**src/hdl/pc_check_pkg.sv**
```systemverilog
// PC checker shared definitions

package pc_check_pkg;

  ////////////////////////////////////////////////////////////////////////////
  // Address geometry
  ////////////////////////////////////////////////////////////////////////////

  // Full fetch address width
  localparam int unsigned ADDR_W = 32;

  // Trap vector base field as delivered by the CSR file
  localparam int unsigned MTVEC_W = 24;

  // Vector base is aligned to 128 bytes
  localparam int unsigned MTVEC_SHIFT = 7;

  // Zero bits above the vector base to fill the full address
  localparam int unsigned MTVEC_PAD = ADDR_W - MTVEC_W - MTVEC_SHIFT;

  ////////////////////////////////////////////////////////////////////////////
  // Sequential increments
  ////////////////////////////////////////////////////////////////////////////

  // 16-bit instruction from the C extension
  localparam logic [ADDR_W-1:0] STEP_COMPRESSED = 32'd2;

  // Regular 32-bit instruction
  localparam logic [ADDR_W-1:0] STEP_FULL = 32'd4;

  ////////////////////////////////////////////////////////////////////////////
  // PC multiplexer select
  ////////////////////////////////////////////////////////////////////////////

  // Source of a non-sequential PC update, as driven by the controller
  typedef enum logic [3:0] {
    // Refetch of the instruction after the one in WB
    PC_WB_PLUS4 = 4'b0001,
    // Jump or jump-register target resolved in ID
    PC_JUMP     = 4'b0010,
    // Taken conditional branch resolved in EX
    PC_BRANCH   = 4'b0011,
    // Start of execution after reset
    PC_BOOT     = 4'b0100,
    // Return from machine trap
    PC_MRET     = 4'b0101,
    // Return from debug mode
    PC_DRET     = 4'b0110,
    // Synchronous exception through the trap vector
    PC_TRAP_EXC = 4'b1000,
    // Interrupt entry, target not recomputed here
    PC_TRAP_IRQ = 4'b1001,
    // Debug halt entry
    PC_TRAP_DBD = 4'b1010,
    // Exception taken while in debug mode
    PC_TRAP_DBE = 4'b1011,
    // Non-maskable interrupt entry
    PC_TRAP_NMI = 4'b1100
  } pc_mux_e;

endpackage

```
**src/hdl/pc_ctrl_if.sv**
```systemverilog
// Controller PC update bundle

`timescale 1ns/100ps

interface pc_ctrl_if;

  // One-cycle strobe, a new PC is being set
  logic                   pc_set;
  // Source of the new PC, valid with pc_set
  pc_check_pkg::pc_mux_e  pc_mux;
  // Flush of the ID stage
  logic                   kill_id;
  // Flush of the EX stage
  logic                   kill_ex;
  // Jump or mret present in ID, unqualified by halt or kill
  logic                   jump_in_id;
  // Branch present in EX, unqualified by halt or kill
  logic                   branch_in_ex;

  // Address checker only cares about the PC update itself
  modport addr_mp (
    input pc_set,
    input pc_mux
  );

  // Decision checker also follows the stage contents
  modport dec_mp (
    input pc_set,
    input pc_mux,
    input kill_id,
    input kill_ex,
    input jump_in_id,
    input branch_in_ex
  );

endinterface

```
**src/hdl/pc_addr_check.sv**
```systemverilog
// PC address recompute check

`timescale 1ns/100ps

module pc_addr_check (
  input  logic                                clk,
  input  logic                                rst_n,
  pc_ctrl_if.addr_mp                          ctrl,

  // Pipeline handshake into ID
  input  logic                                if_valid_i,
  input  logic                                id_ready_i,
  input  logic [pc_check_pkg::ADDR_W-1:0]     pc_if_i,

  // Instruction currently in ID
  input  logic [pc_check_pkg::ADDR_W-1:0]     id_pc_i,
  input  logic                                id_compressed_i,
  input  logic                                id_dummy_i,

  // Resolved control flow targets and CSR values
  input  logic [pc_check_pkg::ADDR_W-1:0]     jump_target_id_i,
  input  logic [pc_check_pkg::ADDR_W-1:0]     branch_target_ex_i,
  input  logic [pc_check_pkg::ADDR_W-1:0]     mepc_i,
  input  logic [pc_check_pkg::MTVEC_W-1:0]    mtvec_addr_i,
  input  logic [pc_check_pkg::ADDR_W-1:0]     dpc_i,

  // Static addresses from the core pins
  input  logic [pc_check_pkg::ADDR_W-1:0]     boot_addr_i,
  input  logic [pc_check_pkg::ADDR_W-1:0]     dm_halt_addr_i,
  input  logic [pc_check_pkg::ADDR_W-1:0]     dm_exception_addr_i,
  input  logic [pc_check_pkg::ADDR_W-1:0]     nmi_addr_i,

  output logic                                addr_err_o
);

  // Registered view of last cycle's PC update
  logic                                   pc_set_q;
  pc_check_pkg::pc_mux_e                  pc_mux_q;
  // IF to ID transfer seen last cycle
  logic                                   if_id_q;

  logic [pc_check_pkg::ADDR_W-1:0]        incr_addr;
  logic [pc_check_pkg::ADDR_W-1:0]        ctrl_flow_addr;
  logic [pc_check_pkg::ADDR_W-1:0]        check_addr;
  logic                                   recompute_ok;

  ////////////////////////////////////////////////////////////////////////////
  // Expected address
  ////////////////////////////////////////////////////////////////////////////

  // Sequential successor of the ID instruction, dummies do not advance
  assign incr_addr = id_pc_i + (id_dummy_i      ? '0                           :
                                id_compressed_i ? pc_check_pkg::STEP_COMPRESSED :
                                                  pc_check_pkg::STEP_FULL);

  // Target chosen from the stored select
  // A corrupted pc_mux_q lands on the wrong source and trips the compare
  always_comb begin
    case (pc_mux_q)
      pc_check_pkg::PC_JUMP:     ctrl_flow_addr = jump_target_id_i;
      pc_check_pkg::PC_MRET:     ctrl_flow_addr = mepc_i;
      pc_check_pkg::PC_BRANCH:   ctrl_flow_addr = branch_target_ex_i;
      pc_check_pkg::PC_TRAP_DBD: ctrl_flow_addr = dm_halt_addr_i;
      pc_check_pkg::PC_TRAP_DBE: ctrl_flow_addr = dm_exception_addr_i;
      pc_check_pkg::PC_TRAP_NMI: ctrl_flow_addr = nmi_addr_i;
      pc_check_pkg::PC_DRET:     ctrl_flow_addr = dpc_i;
      pc_check_pkg::PC_TRAP_EXC: begin
        // Vector base sits above the 128 byte alignment
        ctrl_flow_addr = {{pc_check_pkg::MTVEC_PAD{1'b0}}, mtvec_addr_i,
                          {pc_check_pkg::MTVEC_SHIFT{1'b0}}};
      end
      default: begin
        // Boot and any unlisted select, word aligned
        ctrl_flow_addr = {boot_addr_i[pc_check_pkg::ADDR_W-1:2], 2'b00};
      end
    endcase
  end

  // Control flow change wins over sequential fetch
  // Bit 0 tied low, fetch is halfword aligned with C support
  assign check_addr = pc_set_q ? {ctrl_flow_addr[pc_check_pkg::ADDR_W-1:1], 1'b0} :
                                 incr_addr;

  // Only the cycle after a PC set or an IF to ID move is checked
  assign recompute_ok = (check_addr == pc_if_i);
  assign addr_err_o   = (pc_set_q || if_id_q) && !recompute_ok;

  ////////////////////////////////////////////////////////////////////////////
  // State
  ////////////////////////////////////////////////////////////////////////////

  always_ff @(posedge clk or negedge rst_n) begin
    if (!rst_n) begin
      pc_set_q <= 1'b0;
      pc_mux_q <= pc_check_pkg::PC_BOOT;
      if_id_q  <= 1'b0;
    end else begin
      // WB+4 and IRQ targets cannot be rebuilt here, skip them
      pc_set_q <= ctrl.pc_set &&
                  (ctrl.pc_mux != pc_check_pkg::PC_WB_PLUS4) &&
                  (ctrl.pc_mux != pc_check_pkg::PC_TRAP_IRQ);
      if_id_q  <= if_valid_i && id_ready_i;
      // Select only captured on a real update
      if (ctrl.pc_set) begin
        pc_mux_q <= ctrl.pc_mux;
      end
    end
  end

endmodule

```
**src/hdl/pc_check_top.sv**
```systemverilog
// PC hardening checker top

`timescale 1ns/100ps

module pc_check_top (
  input  logic                                clk,
  input  logic                                rst_n,

  // Pipeline handshakes
  input  logic                                if_valid_i,
  input  logic                                id_ready_i,
  input  logic                                id_valid_i,
  input  logic                                ex_ready_i,
  input  logic                                ex_valid_i,
  input  logic                                wb_ready_i,
  input  logic [pc_check_pkg::ADDR_W-1:0]     pc_if_i,

  // Controller
  input  logic                                pc_set_i,
  input  pc_check_pkg::pc_mux_e               pc_mux_i,
  input  logic                                kill_id_i,
  input  logic                                kill_ex_i,
  input  logic                                jump_in_id_i,
  input  logic                                branch_in_ex_i,

  // Stage contents
  input  logic [pc_check_pkg::ADDR_W-1:0]     id_pc_i,
  input  logic                                id_compressed_i,
  input  logic                                id_dummy_i,
  input  logic                                id_instr_valid_i,
  input  logic                                ex_instr_valid_i,
  input  logic [pc_check_pkg::ADDR_W-1:0]     jump_target_id_i,
  input  logic [pc_check_pkg::ADDR_W-1:0]     branch_target_ex_i,
  input  logic                                branch_decision_ex_i,
  input  logic                                last_op_id_i,
  input  logic                                last_op_ex_i,

  // CSRs
  input  logic [pc_check_pkg::ADDR_W-1:0]     mepc_i,
  input  logic [pc_check_pkg::MTVEC_W-1:0]    mtvec_addr_i,
  input  logic [pc_check_pkg::ADDR_W-1:0]     dpc_i,

  // Static pin addresses
  input  logic [pc_check_pkg::ADDR_W-1:0]     boot_addr_i,
  input  logic [pc_check_pkg::ADDR_W-1:0]     dm_halt_addr_i,
  input  logic [pc_check_pkg::ADDR_W-1:0]     dm_exception_addr_i,
  input  logic [pc_check_pkg::ADDR_W-1:0]     nmi_addr_i,

  output logic                                pc_err_o,
  output logic                                pc_fault_o
);

  logic addr_err;
  logic flow_err;

  // Controller bundle shared by both checkers
  pc_ctrl_if ctrl_if ();

  assign ctrl_if.pc_set       = pc_set_i;
  assign ctrl_if.pc_mux       = pc_mux_i;
  assign ctrl_if.kill_id      = kill_id_i;
  assign ctrl_if.kill_ex      = kill_ex_i;
  assign ctrl_if.jump_in_id   = jump_in_id_i;
  assign ctrl_if.branch_in_ex = branch_in_ex_i;

  ////////////////////////////////////////////////////////////////////////////
  // Checkers
  ////////////////////////////////////////////////////////////////////////////

  pc_addr_check pc_addr_check_inst (
    .clk                 (clk),
    .rst_n               (rst_n),
    .ctrl                (ctrl_if.addr_mp),
    .if_valid_i          (if_valid_i),
    .id_ready_i          (id_ready_i),
    .pc_if_i             (pc_if_i),
    .id_pc_i             (id_pc_i),
    .id_compressed_i     (id_compressed_i),
    .id_dummy_i          (id_dummy_i),
    .jump_target_id_i    (jump_target_id_i),
    .branch_target_ex_i  (branch_target_ex_i),
    .mepc_i              (mepc_i),
    .mtvec_addr_i        (mtvec_addr_i),
    .dpc_i               (dpc_i),
    .boot_addr_i         (boot_addr_i),
    .dm_halt_addr_i      (dm_halt_addr_i),
    .dm_exception_addr_i (dm_exception_addr_i),
    .nmi_addr_i          (nmi_addr_i),
    .addr_err_o          (addr_err)
  );

  pc_decision_check pc_decision_check_inst (
    .clk                  (clk),
    .rst_n                (rst_n),
    .ctrl                 (ctrl_if.dec_mp),
    .id_valid_i           (id_valid_i),
    .ex_ready_i           (ex_ready_i),
    .ex_valid_i           (ex_valid_i),
    .wb_ready_i           (wb_ready_i),
    .id_instr_valid_i     (id_instr_valid_i),
    .ex_instr_valid_i     (ex_instr_valid_i),
    .last_op_id_i         (last_op_id_i),
    .last_op_ex_i         (last_op_ex_i),
    .branch_decision_ex_i (branch_decision_ex_i),
    .flow_err_o           (flow_err)
  );

  // Gate and latch
  pc_err_combine pc_err_combine_inst (
    .clk        (clk),
    .rst_n      (rst_n),
    .pc_set_i   (pc_set_i),
    .addr_err_i (addr_err),
    .flow_err_i (flow_err),
    .pc_err_o   (pc_err_o),
    .pc_fault_o (pc_fault_o)
  );

endmodule

```
**src/hdl/pc_decision_check.sv**
```systemverilog
// Jump and branch decision check

`timescale 1ns/100ps

module pc_decision_check (
  input  logic        clk,
  input  logic        rst_n,
  pc_ctrl_if.dec_mp   ctrl,

  // Stage handshakes
  input  logic        id_valid_i,
  input  logic        ex_ready_i,
  input  logic        ex_valid_i,
  input  logic        wb_ready_i,

  // Registered instruction valids of ID and EX
  input  logic        id_instr_valid_i,
  input  logic        ex_instr_valid_i,

  // Last operation of a split instruction
  input  logic        last_op_id_i,
  input  logic        last_op_ex_i,

  // Branch condition outcome in EX
  input  logic        branch_decision_ex_i,

  output logic        flow_err_o
);

  // Taken flags, held until the instruction leaves its stage
  logic jmp_taken_q;
  logic bch_taken_q;

  // Stage completion and flush
  logic id_done;
  logic ex_done;

  // Controller decision for this cycle
  logic jump_set;
  logic branch_set;

  // Individual disagreements
  logic jump_taken_err;
  logic jump_untaken_err;
  logic branch_taken_err;
  logic branch_untaken_err;

  assign id_done = id_valid_i && ex_ready_i && last_op_id_i;
  assign ex_done = ex_valid_i && wb_ready_i && last_op_ex_i;

  // mret is redirected from ID just like a jump
  assign jump_set   = ctrl.pc_set && ((ctrl.pc_mux == pc_check_pkg::PC_JUMP) ||
                                      (ctrl.pc_mux == pc_check_pkg::PC_MRET));
  assign branch_set = ctrl.pc_set && (ctrl.pc_mux == pc_check_pkg::PC_BRANCH);

  ////////////////////////////////////////////////////////////////////////////
  // Taken flags
  ////////////////////////////////////////////////////////////////////////////

  always_ff @(posedge clk or negedge rst_n) begin
    if (!rst_n) begin
      jmp_taken_q <= 1'b0;
      bch_taken_q <= 1'b0;
    end else begin
      // Clear on ID completion or flush, clear beats set
      if (id_done || ctrl.kill_id) begin
        jmp_taken_q <= 1'b0;
      end else if (jump_set) begin
        jmp_taken_q <= 1'b1;
      end
      // Same scheme one stage later
      if (ex_done || ctrl.kill_ex) begin
        bch_taken_q <= 1'b0;
      end else if (branch_set) begin
        bch_taken_q <= 1'b1;
      end
    end
  end

  ////////////////////////////////////////////////////////////////////////////
  // Flow errors
  ////////////////////////////////////////////////////////////////////////////

  // Flag set but the instruction that caused it is gone
  assign jump_taken_err   = jmp_taken_q && !ctrl.jump_in_id;
  assign branch_taken_err = bch_taken_q && !(ctrl.branch_in_ex && branch_decision_ex_i);

  // Last op of a live jump or taken branch, yet nothing was taken
  // Instr valid excludes ones killed earlier
  assign jump_untaken_err   = !jmp_taken_q && ctrl.jump_in_id &&
                              id_instr_valid_i && last_op_id_i;
  assign branch_untaken_err = !bch_taken_q && ctrl.branch_in_ex &&
                              ex_instr_valid_i && last_op_ex_i && branch_decision_ex_i;

  assign flow_err_o = jump_taken_err || branch_taken_err ||
                      jump_untaken_err || branch_untaken_err;

endmodule

```
**src/hdl/pc_err_combine.sv**
```systemverilog
// PC check error merge and fault latch

`timescale 1ns/100ps

module pc_err_combine (
  input  logic clk,
  input  logic rst_n,

  // First PC set arms the checker
  input  logic pc_set_i,

  // Raw error sources
  input  logic addr_err_i,
  input  logic flow_err_i,

  output logic pc_err_o,
  output logic pc_fault_o
);

  // Sticky arm bit, nothing is trusted before the boot PC set
  logic compare_en_q;
  // Sticky fault for escalation
  logic fault_q;

  // Either source counts once armed
  assign pc_err_o = (addr_err_i || flow_err_i) && compare_en_q;

  always_ff @(posedge clk or negedge rst_n) begin
    if (!rst_n) begin
      compare_en_q <= 1'b0;
      fault_q      <= 1'b0;
    end else begin
      if (pc_set_i) begin
        compare_en_q <= 1'b1;
      end
      // Held until reset
      if (pc_err_o) begin
        fault_q <= 1'b1;
      end
    end
  end

  assign pc_fault_o = fault_q;

endmodule

```
**config.mk**
```make
export PLATFORM = sky130hd
export DESIGN_NAME = pc_check_top
export DESIGN_NICKNAME = d
export VERILOG_FILES = /design/src/hdl/pc_check_pkg.sv /design/src/hdl/pc_ctrl_if.sv /design/src/hdl/pc_addr_check.sv /design/src/hdl/pc_check_top.sv /design/src/hdl/pc_decision_check.sv /design/src/hdl/pc_err_combine.sv
export SDC_FILE = /design/constraint.sdc
export NUM_CORES = 1
export LEC_CHECK = 0
export BUFFER_PORTS_ARGS = -buffer_cell sky130_fd_sc_hd__buf_2
export CAP_MARGIN = 20
export CELL_PAD_IN_SITES_DETAIL_PLACEMENT = 0
export CELL_PAD_IN_SITES_GLOBAL_PLACEMENT = 2
export CORE_UTILIZATION = 20
export CTS_CLUSTER_SIZE = 24
export DETAILED_ROUTE_END_ITERATION = 8
export HOLD_SLACK_MARGIN = 0.15
export PLACE_DENSITY_LB_ADDON = 0.05
export SYNTH_ARGS = -nofsm -noshare
export SYNTH_HDL_FRONTEND = slang
export SYNTH_SLANG_ARGS = --single-unit
```
**constraint.sdc**
```tcl
create_clock -name clk -period 4.7 [get_ports clk]
set_input_delay 0.47 -clock clk [delete_from_list [all_inputs] [get_ports clk]]
set_output_delay 0.47 -clock clk [all_outputs]
set_load 0.005 [all_outputs]
```
==> impl.org <==
** STA
- Measured against its own limit, the worst slew margin works out to 38.7%.
- Static timing analysis puts the maximum clock frequency at 225 MHz.
- Setup TNS :: 0 ns
- Tightest Pin Transition :: 0.917 ns
- Worst clock skew :: 0.000938 ns
- Unrepaired setup endpoints after global routing :: false
- Final worst hold slack :: 0.390 ns
- Final count of negative-setup-slack endpoints :: 0
- Final period utilization :: 94.5%
- Number of max-slew violations in the final report :: 0
- Hold Vio Cnt, Final :: 0
- Setup slack closes at 0.256 ns.
- Clock period minus worst slack :: 4.44 ns

** Finish
- Fraction of layout cells with a size suffix above 1 :: 45.5%
- At the end of the flow the core is filled with cells to 30.5%.
- Relative area change from synthesis to final layout :: 48.9%
- The final layout contains 1344 nets.
- Count of filler cells inserted in the layout :: 2605

** Clocking
- The tree built by TritonCTS fans out to 10 sinks.
- At the later pin of the worst-skew pair, clock insertion delay measures 0.23 ns.
- The tree is rooted in a clkbuf_16.
- The longest clock path from root to sink contains 2 buffers.
- TritonCTS built the clock tree.
- The number of clock buffers added by TritonCTS is 3.
- Clock-pin slew was measured on the worst setup and hold paths at 0.04 ns.
- H-tree Lvls :: 1

** Route
- After detailed routing, the average wire length per cell comes to 25.2 um.
- The first detailed-routing pass ran for 5 iterations.
- Via density per instance :: 5.30
- Once detail routing completed, the nets flagged for antenna violations numbered 0.
- DRC :: 0
- Routed vias :: 6811
- Total length of routed wires :: 32.4 mm
- DR iter-0 viols :: 353

** Worst setup path
- In this run the worst path has a maximum fanout of 30.
- The slowest stage of the critical path belongs to the cell or3b_1.
- Worst path bufs/invs :: 2
- The worst setup path is captured at an output port.
- Ordered cell list for the critical path :: buf_12 -> or3b_1 -> o2bb2ai_1 -> a211oi_1 -> and4_1 -> a2111oi_2 -> nand4_1 -> or4bb_1 -> nor4_2 -> nor2_1 -> buf_2
- Critical path class :: flop to output port
- STA puts the critical path data required time at 4.23 ns.
- The largest single stage delay on the critical path is 0.61 ns.
- Critical Path Source Type :: flop
- Arrival time worst endpoint :: 3.97 ns
- In this design, the largest share of critical-path delay is due to simple AND/OR/NAND/NOR gates.

** Logic synthesis
- The share of synthesized area in the top cell type comes to 7.73%.
- Of all flip-flops after synthesis, the portion carrying an async set or reset was 100%.
- Number of distinct library cells after synthesis :: 89
- Counting flops with a built-in enable in the synthesized netlist gives 0.
- Total nets after synthesis :: 1001
- Dividing the synthesized area by the synthesized cell count gives 7.40 um2.
- The most common cell in the synthesized netlist is mux2i_1.
- Syn Inst Count :: 630
- Synthesized flop and latch total :: 10
- Most used DFF post-synth :: dfrtp_1
- Library cell occupying the most area in the post-synthesis netlist :: mux2i_1
- Summing every instance area after synthesis gives 4660 um2.
- Most frequent cells after synthesis :: 36 x mux2i_1, 35 x nand2_1, 34 x a21oi_1
- Yosys printed 0 warnings.
- Sequential elements use 5.40% of the synthesized area.
- Synth area leaders :: mux2i_1 7.7%, dfrtp_1 4.8%, a22oi_1 4.5%

** Global route
- The first global-routing pass estimated 47.1 mm of wire.
- Largest net degree at the start of global routing :: 35
- Initial antenna violation count :: 1
- Global routing consumed, over all layers together, 26.5% of the routing resources.
- Sum of overflow across all layers after global routing :: 0
- Vias in the first global route :: 7212

** Power
- Tot Pwr :: 1060 uW
- Summed over all cells, the static leakage comes to 0.00310 uW.
- Maximum ir drop on the vdd rail :: 0.000157 V
- Total power divided by cell area :: 153 nW/um2

** Run status
- Outcome :: finished, final reports clean

** Floorplanning
- The die is 155 um wide.
- The die covers 23900 um2.
- The floorplan step set the die height to 155 um.
- Once the floorplan was initialized, standard cells occupied 20.5% of the core.
- 370 I/O pins were placed.
- Core area :: 22800 um2
- Row Count :: 55

** Place
- OpenSTA, run right after detailed placement, puts the worst setup slack at -0.00371 ns.
- Routability congestion estimate from global placement :: 0.852
- Port buffering added 360 buffers.
- Detailed placement finished with a half-perimeter wire length of 27.8 mm.

** Min path
- Worst hold-check path type :: input pin to flop

** Run
- Max-cap violation count :: 0
worst reg2reg max path: stages (launching register included):
cell and delay (ns):
dfrtp_2 0.60, buf_12 0.27, or3b_1 0.61, o2bb2ai_1 0.26
a211oi_1 0.11, and4_1 0.24, a2111oi_2 0.32, nand4_1 0.13
or4bb_1 0.54, nor4_2 0.44, o21bai_1 0.10
cells by family (layout without fill, tap and decap cells):
family / count (synthesis) / after routing / share of synthesized area [%]
simple gates: 236 / 236 / 32.2
compound gates: 231 / 231 / 37.5
buf+inv: 72 / 414 / 7.70
mux: 48 / 48 / 10.6
xor+xnor: 30 / 30 / 5.64
flops: 10 / 10 / 5.40
fa+ha+maj: 3 / 3 / 0.966
other cells: 0 / 1 / 0
final cells by class:
cell class	instances	area [um2]	area share (%)
flip-flops and latches	10	259	3.73
clock buffers	4	88.8	1.28
well taps	313	392	5.64
multi-input cells	548	4070	58.7
inverters	17	63.8	0.919
diodes	1	2.50	0.0360
repair buffers	393	2060	29.7
state kept, by name, summed over array words and instances, names as in the netlist:
name and cells:
pc_decision_check_inst.bch_taken_q 1, pc_decision_check_inst.jmp_taken_q 1, pc_err_combine_inst.pc_fault_o 1, pc_addr_check_inst.pc_set_q 1, pc_err_combine_inst.compare_en_q 1, pc_addr_check_inst.pc_mux_q 4
pc_addr_check_inst.if_id_q 1
metrics by stage:
step / cell area (um2) / cells
2_1_floorplan: 4660 / 630
3_3_place_gp: 6820 / 1278
3_5_place_dp: 6820 / 1278
4_1_cts: 6920 / 1283
5_1_grt: 6940 / 1285
6_report: 6940 / 1286
worst paths after layout:
check / cells past startpoint / from / slack (ns) / endpoint
worst max register to register: 10 / pc_addr_check_inst.pc_mux_q[1] / 0.94 / pc_err_combine_inst.pc_fault_o
max in group asynchronous: 2 / rst_n / 3.82 / pc_addr_check_inst.pc_mux_q[2]
worst min register to register: 1 / pc_err_combine_inst.pc_fault_o / 0.47 / pc_err_combine_inst.pc_fault_o
min in group asynchronous: 2 / rst_n / 0.62 / pc_addr_check_inst.if_id_q
worst max-delay path: 11 / pc_addr_check_inst.pc_mux_q[1] / 0.26 / pc_err_o
worst min-delay path: 2 / kill_id_i / 0.39 / pc_decision_check_inst.jmp_taken_q
cells in the final DEF (no fill, tap or decap), types with 5 or more instances in the layout:
| cell type | count |
|---|---|
| a22o_1 | 15 |
| a21oi_1 | 34 |
| o211ai_1 | 10 |
| a211oi_1 | 10 |
| mux2_2 | 12 |
| and3_1 | 15 |
| dfrtp_1 | 5 |
| nor4_1 | 8 |
| nand3_1 | 18 |
| mux2i_1 | 36 |
| o22ai_1 | 6 |
| a311oi_1 | 5 |
| a22oi_1 | 28 |
| nor2_1 | 21 |
| inv_1 | 17 |
| o221ai_1 | 5 |
| xor2_1 | 11 |
| nor2b_1 | 15 |
| and2_1 | 7 |
| or3_1 | 5 |
| a32oi_1 | 8 |
| o21ai_0 | 31 |
| buf_4 | 31 |
| nand3b_1 | 18 |
| nand2_1 | 35 |
| nor3b_1 | 6 |
| nor3_1 | 19 |
| nand4_1 | 15 |
| and4_1 | 7 |
| a221oi_1 | 12 |
| xnor2_1 | 19 |
| a31oi_1 | 7 |
| o31a_1 | 7 |
| buf_2 | 360 |
| nand2b_1 | 6 |
per-layer routing:
layer | share of wire (%) | routed length, um | up-vias | global-route usage [%]
li1 | - | - | 3216 | -
met1 | 43 | 13900 | 3273 | 33.6
met2 | 50 | 16200 | 306 | 48.9
met3 | 5.5 | 1800 | 16 | 2.27
met4 | 1.5 | 486 | 0 | 4.20
met5 | 0 | 0 | - | 0
where the power goes:
part           total, uW  switching, uW  leakage, uW  internal, uW
sequential           122           29.7     0.000112          92.4
clock                165           37.5    0.0000442           128
combinational        776            433      0.00295           344
timing repair:
item                                   in CTS  in global routing
hold buffers                                1                  0
buffers inserted                            0                  2
endpoints found under the hold margin       9                  0
pin swaps                                   0                  1
setup endpoints to repair                   1                  1
resized for setup                           2                  1
Note: power is estimated with default switching activity, not from simulation.
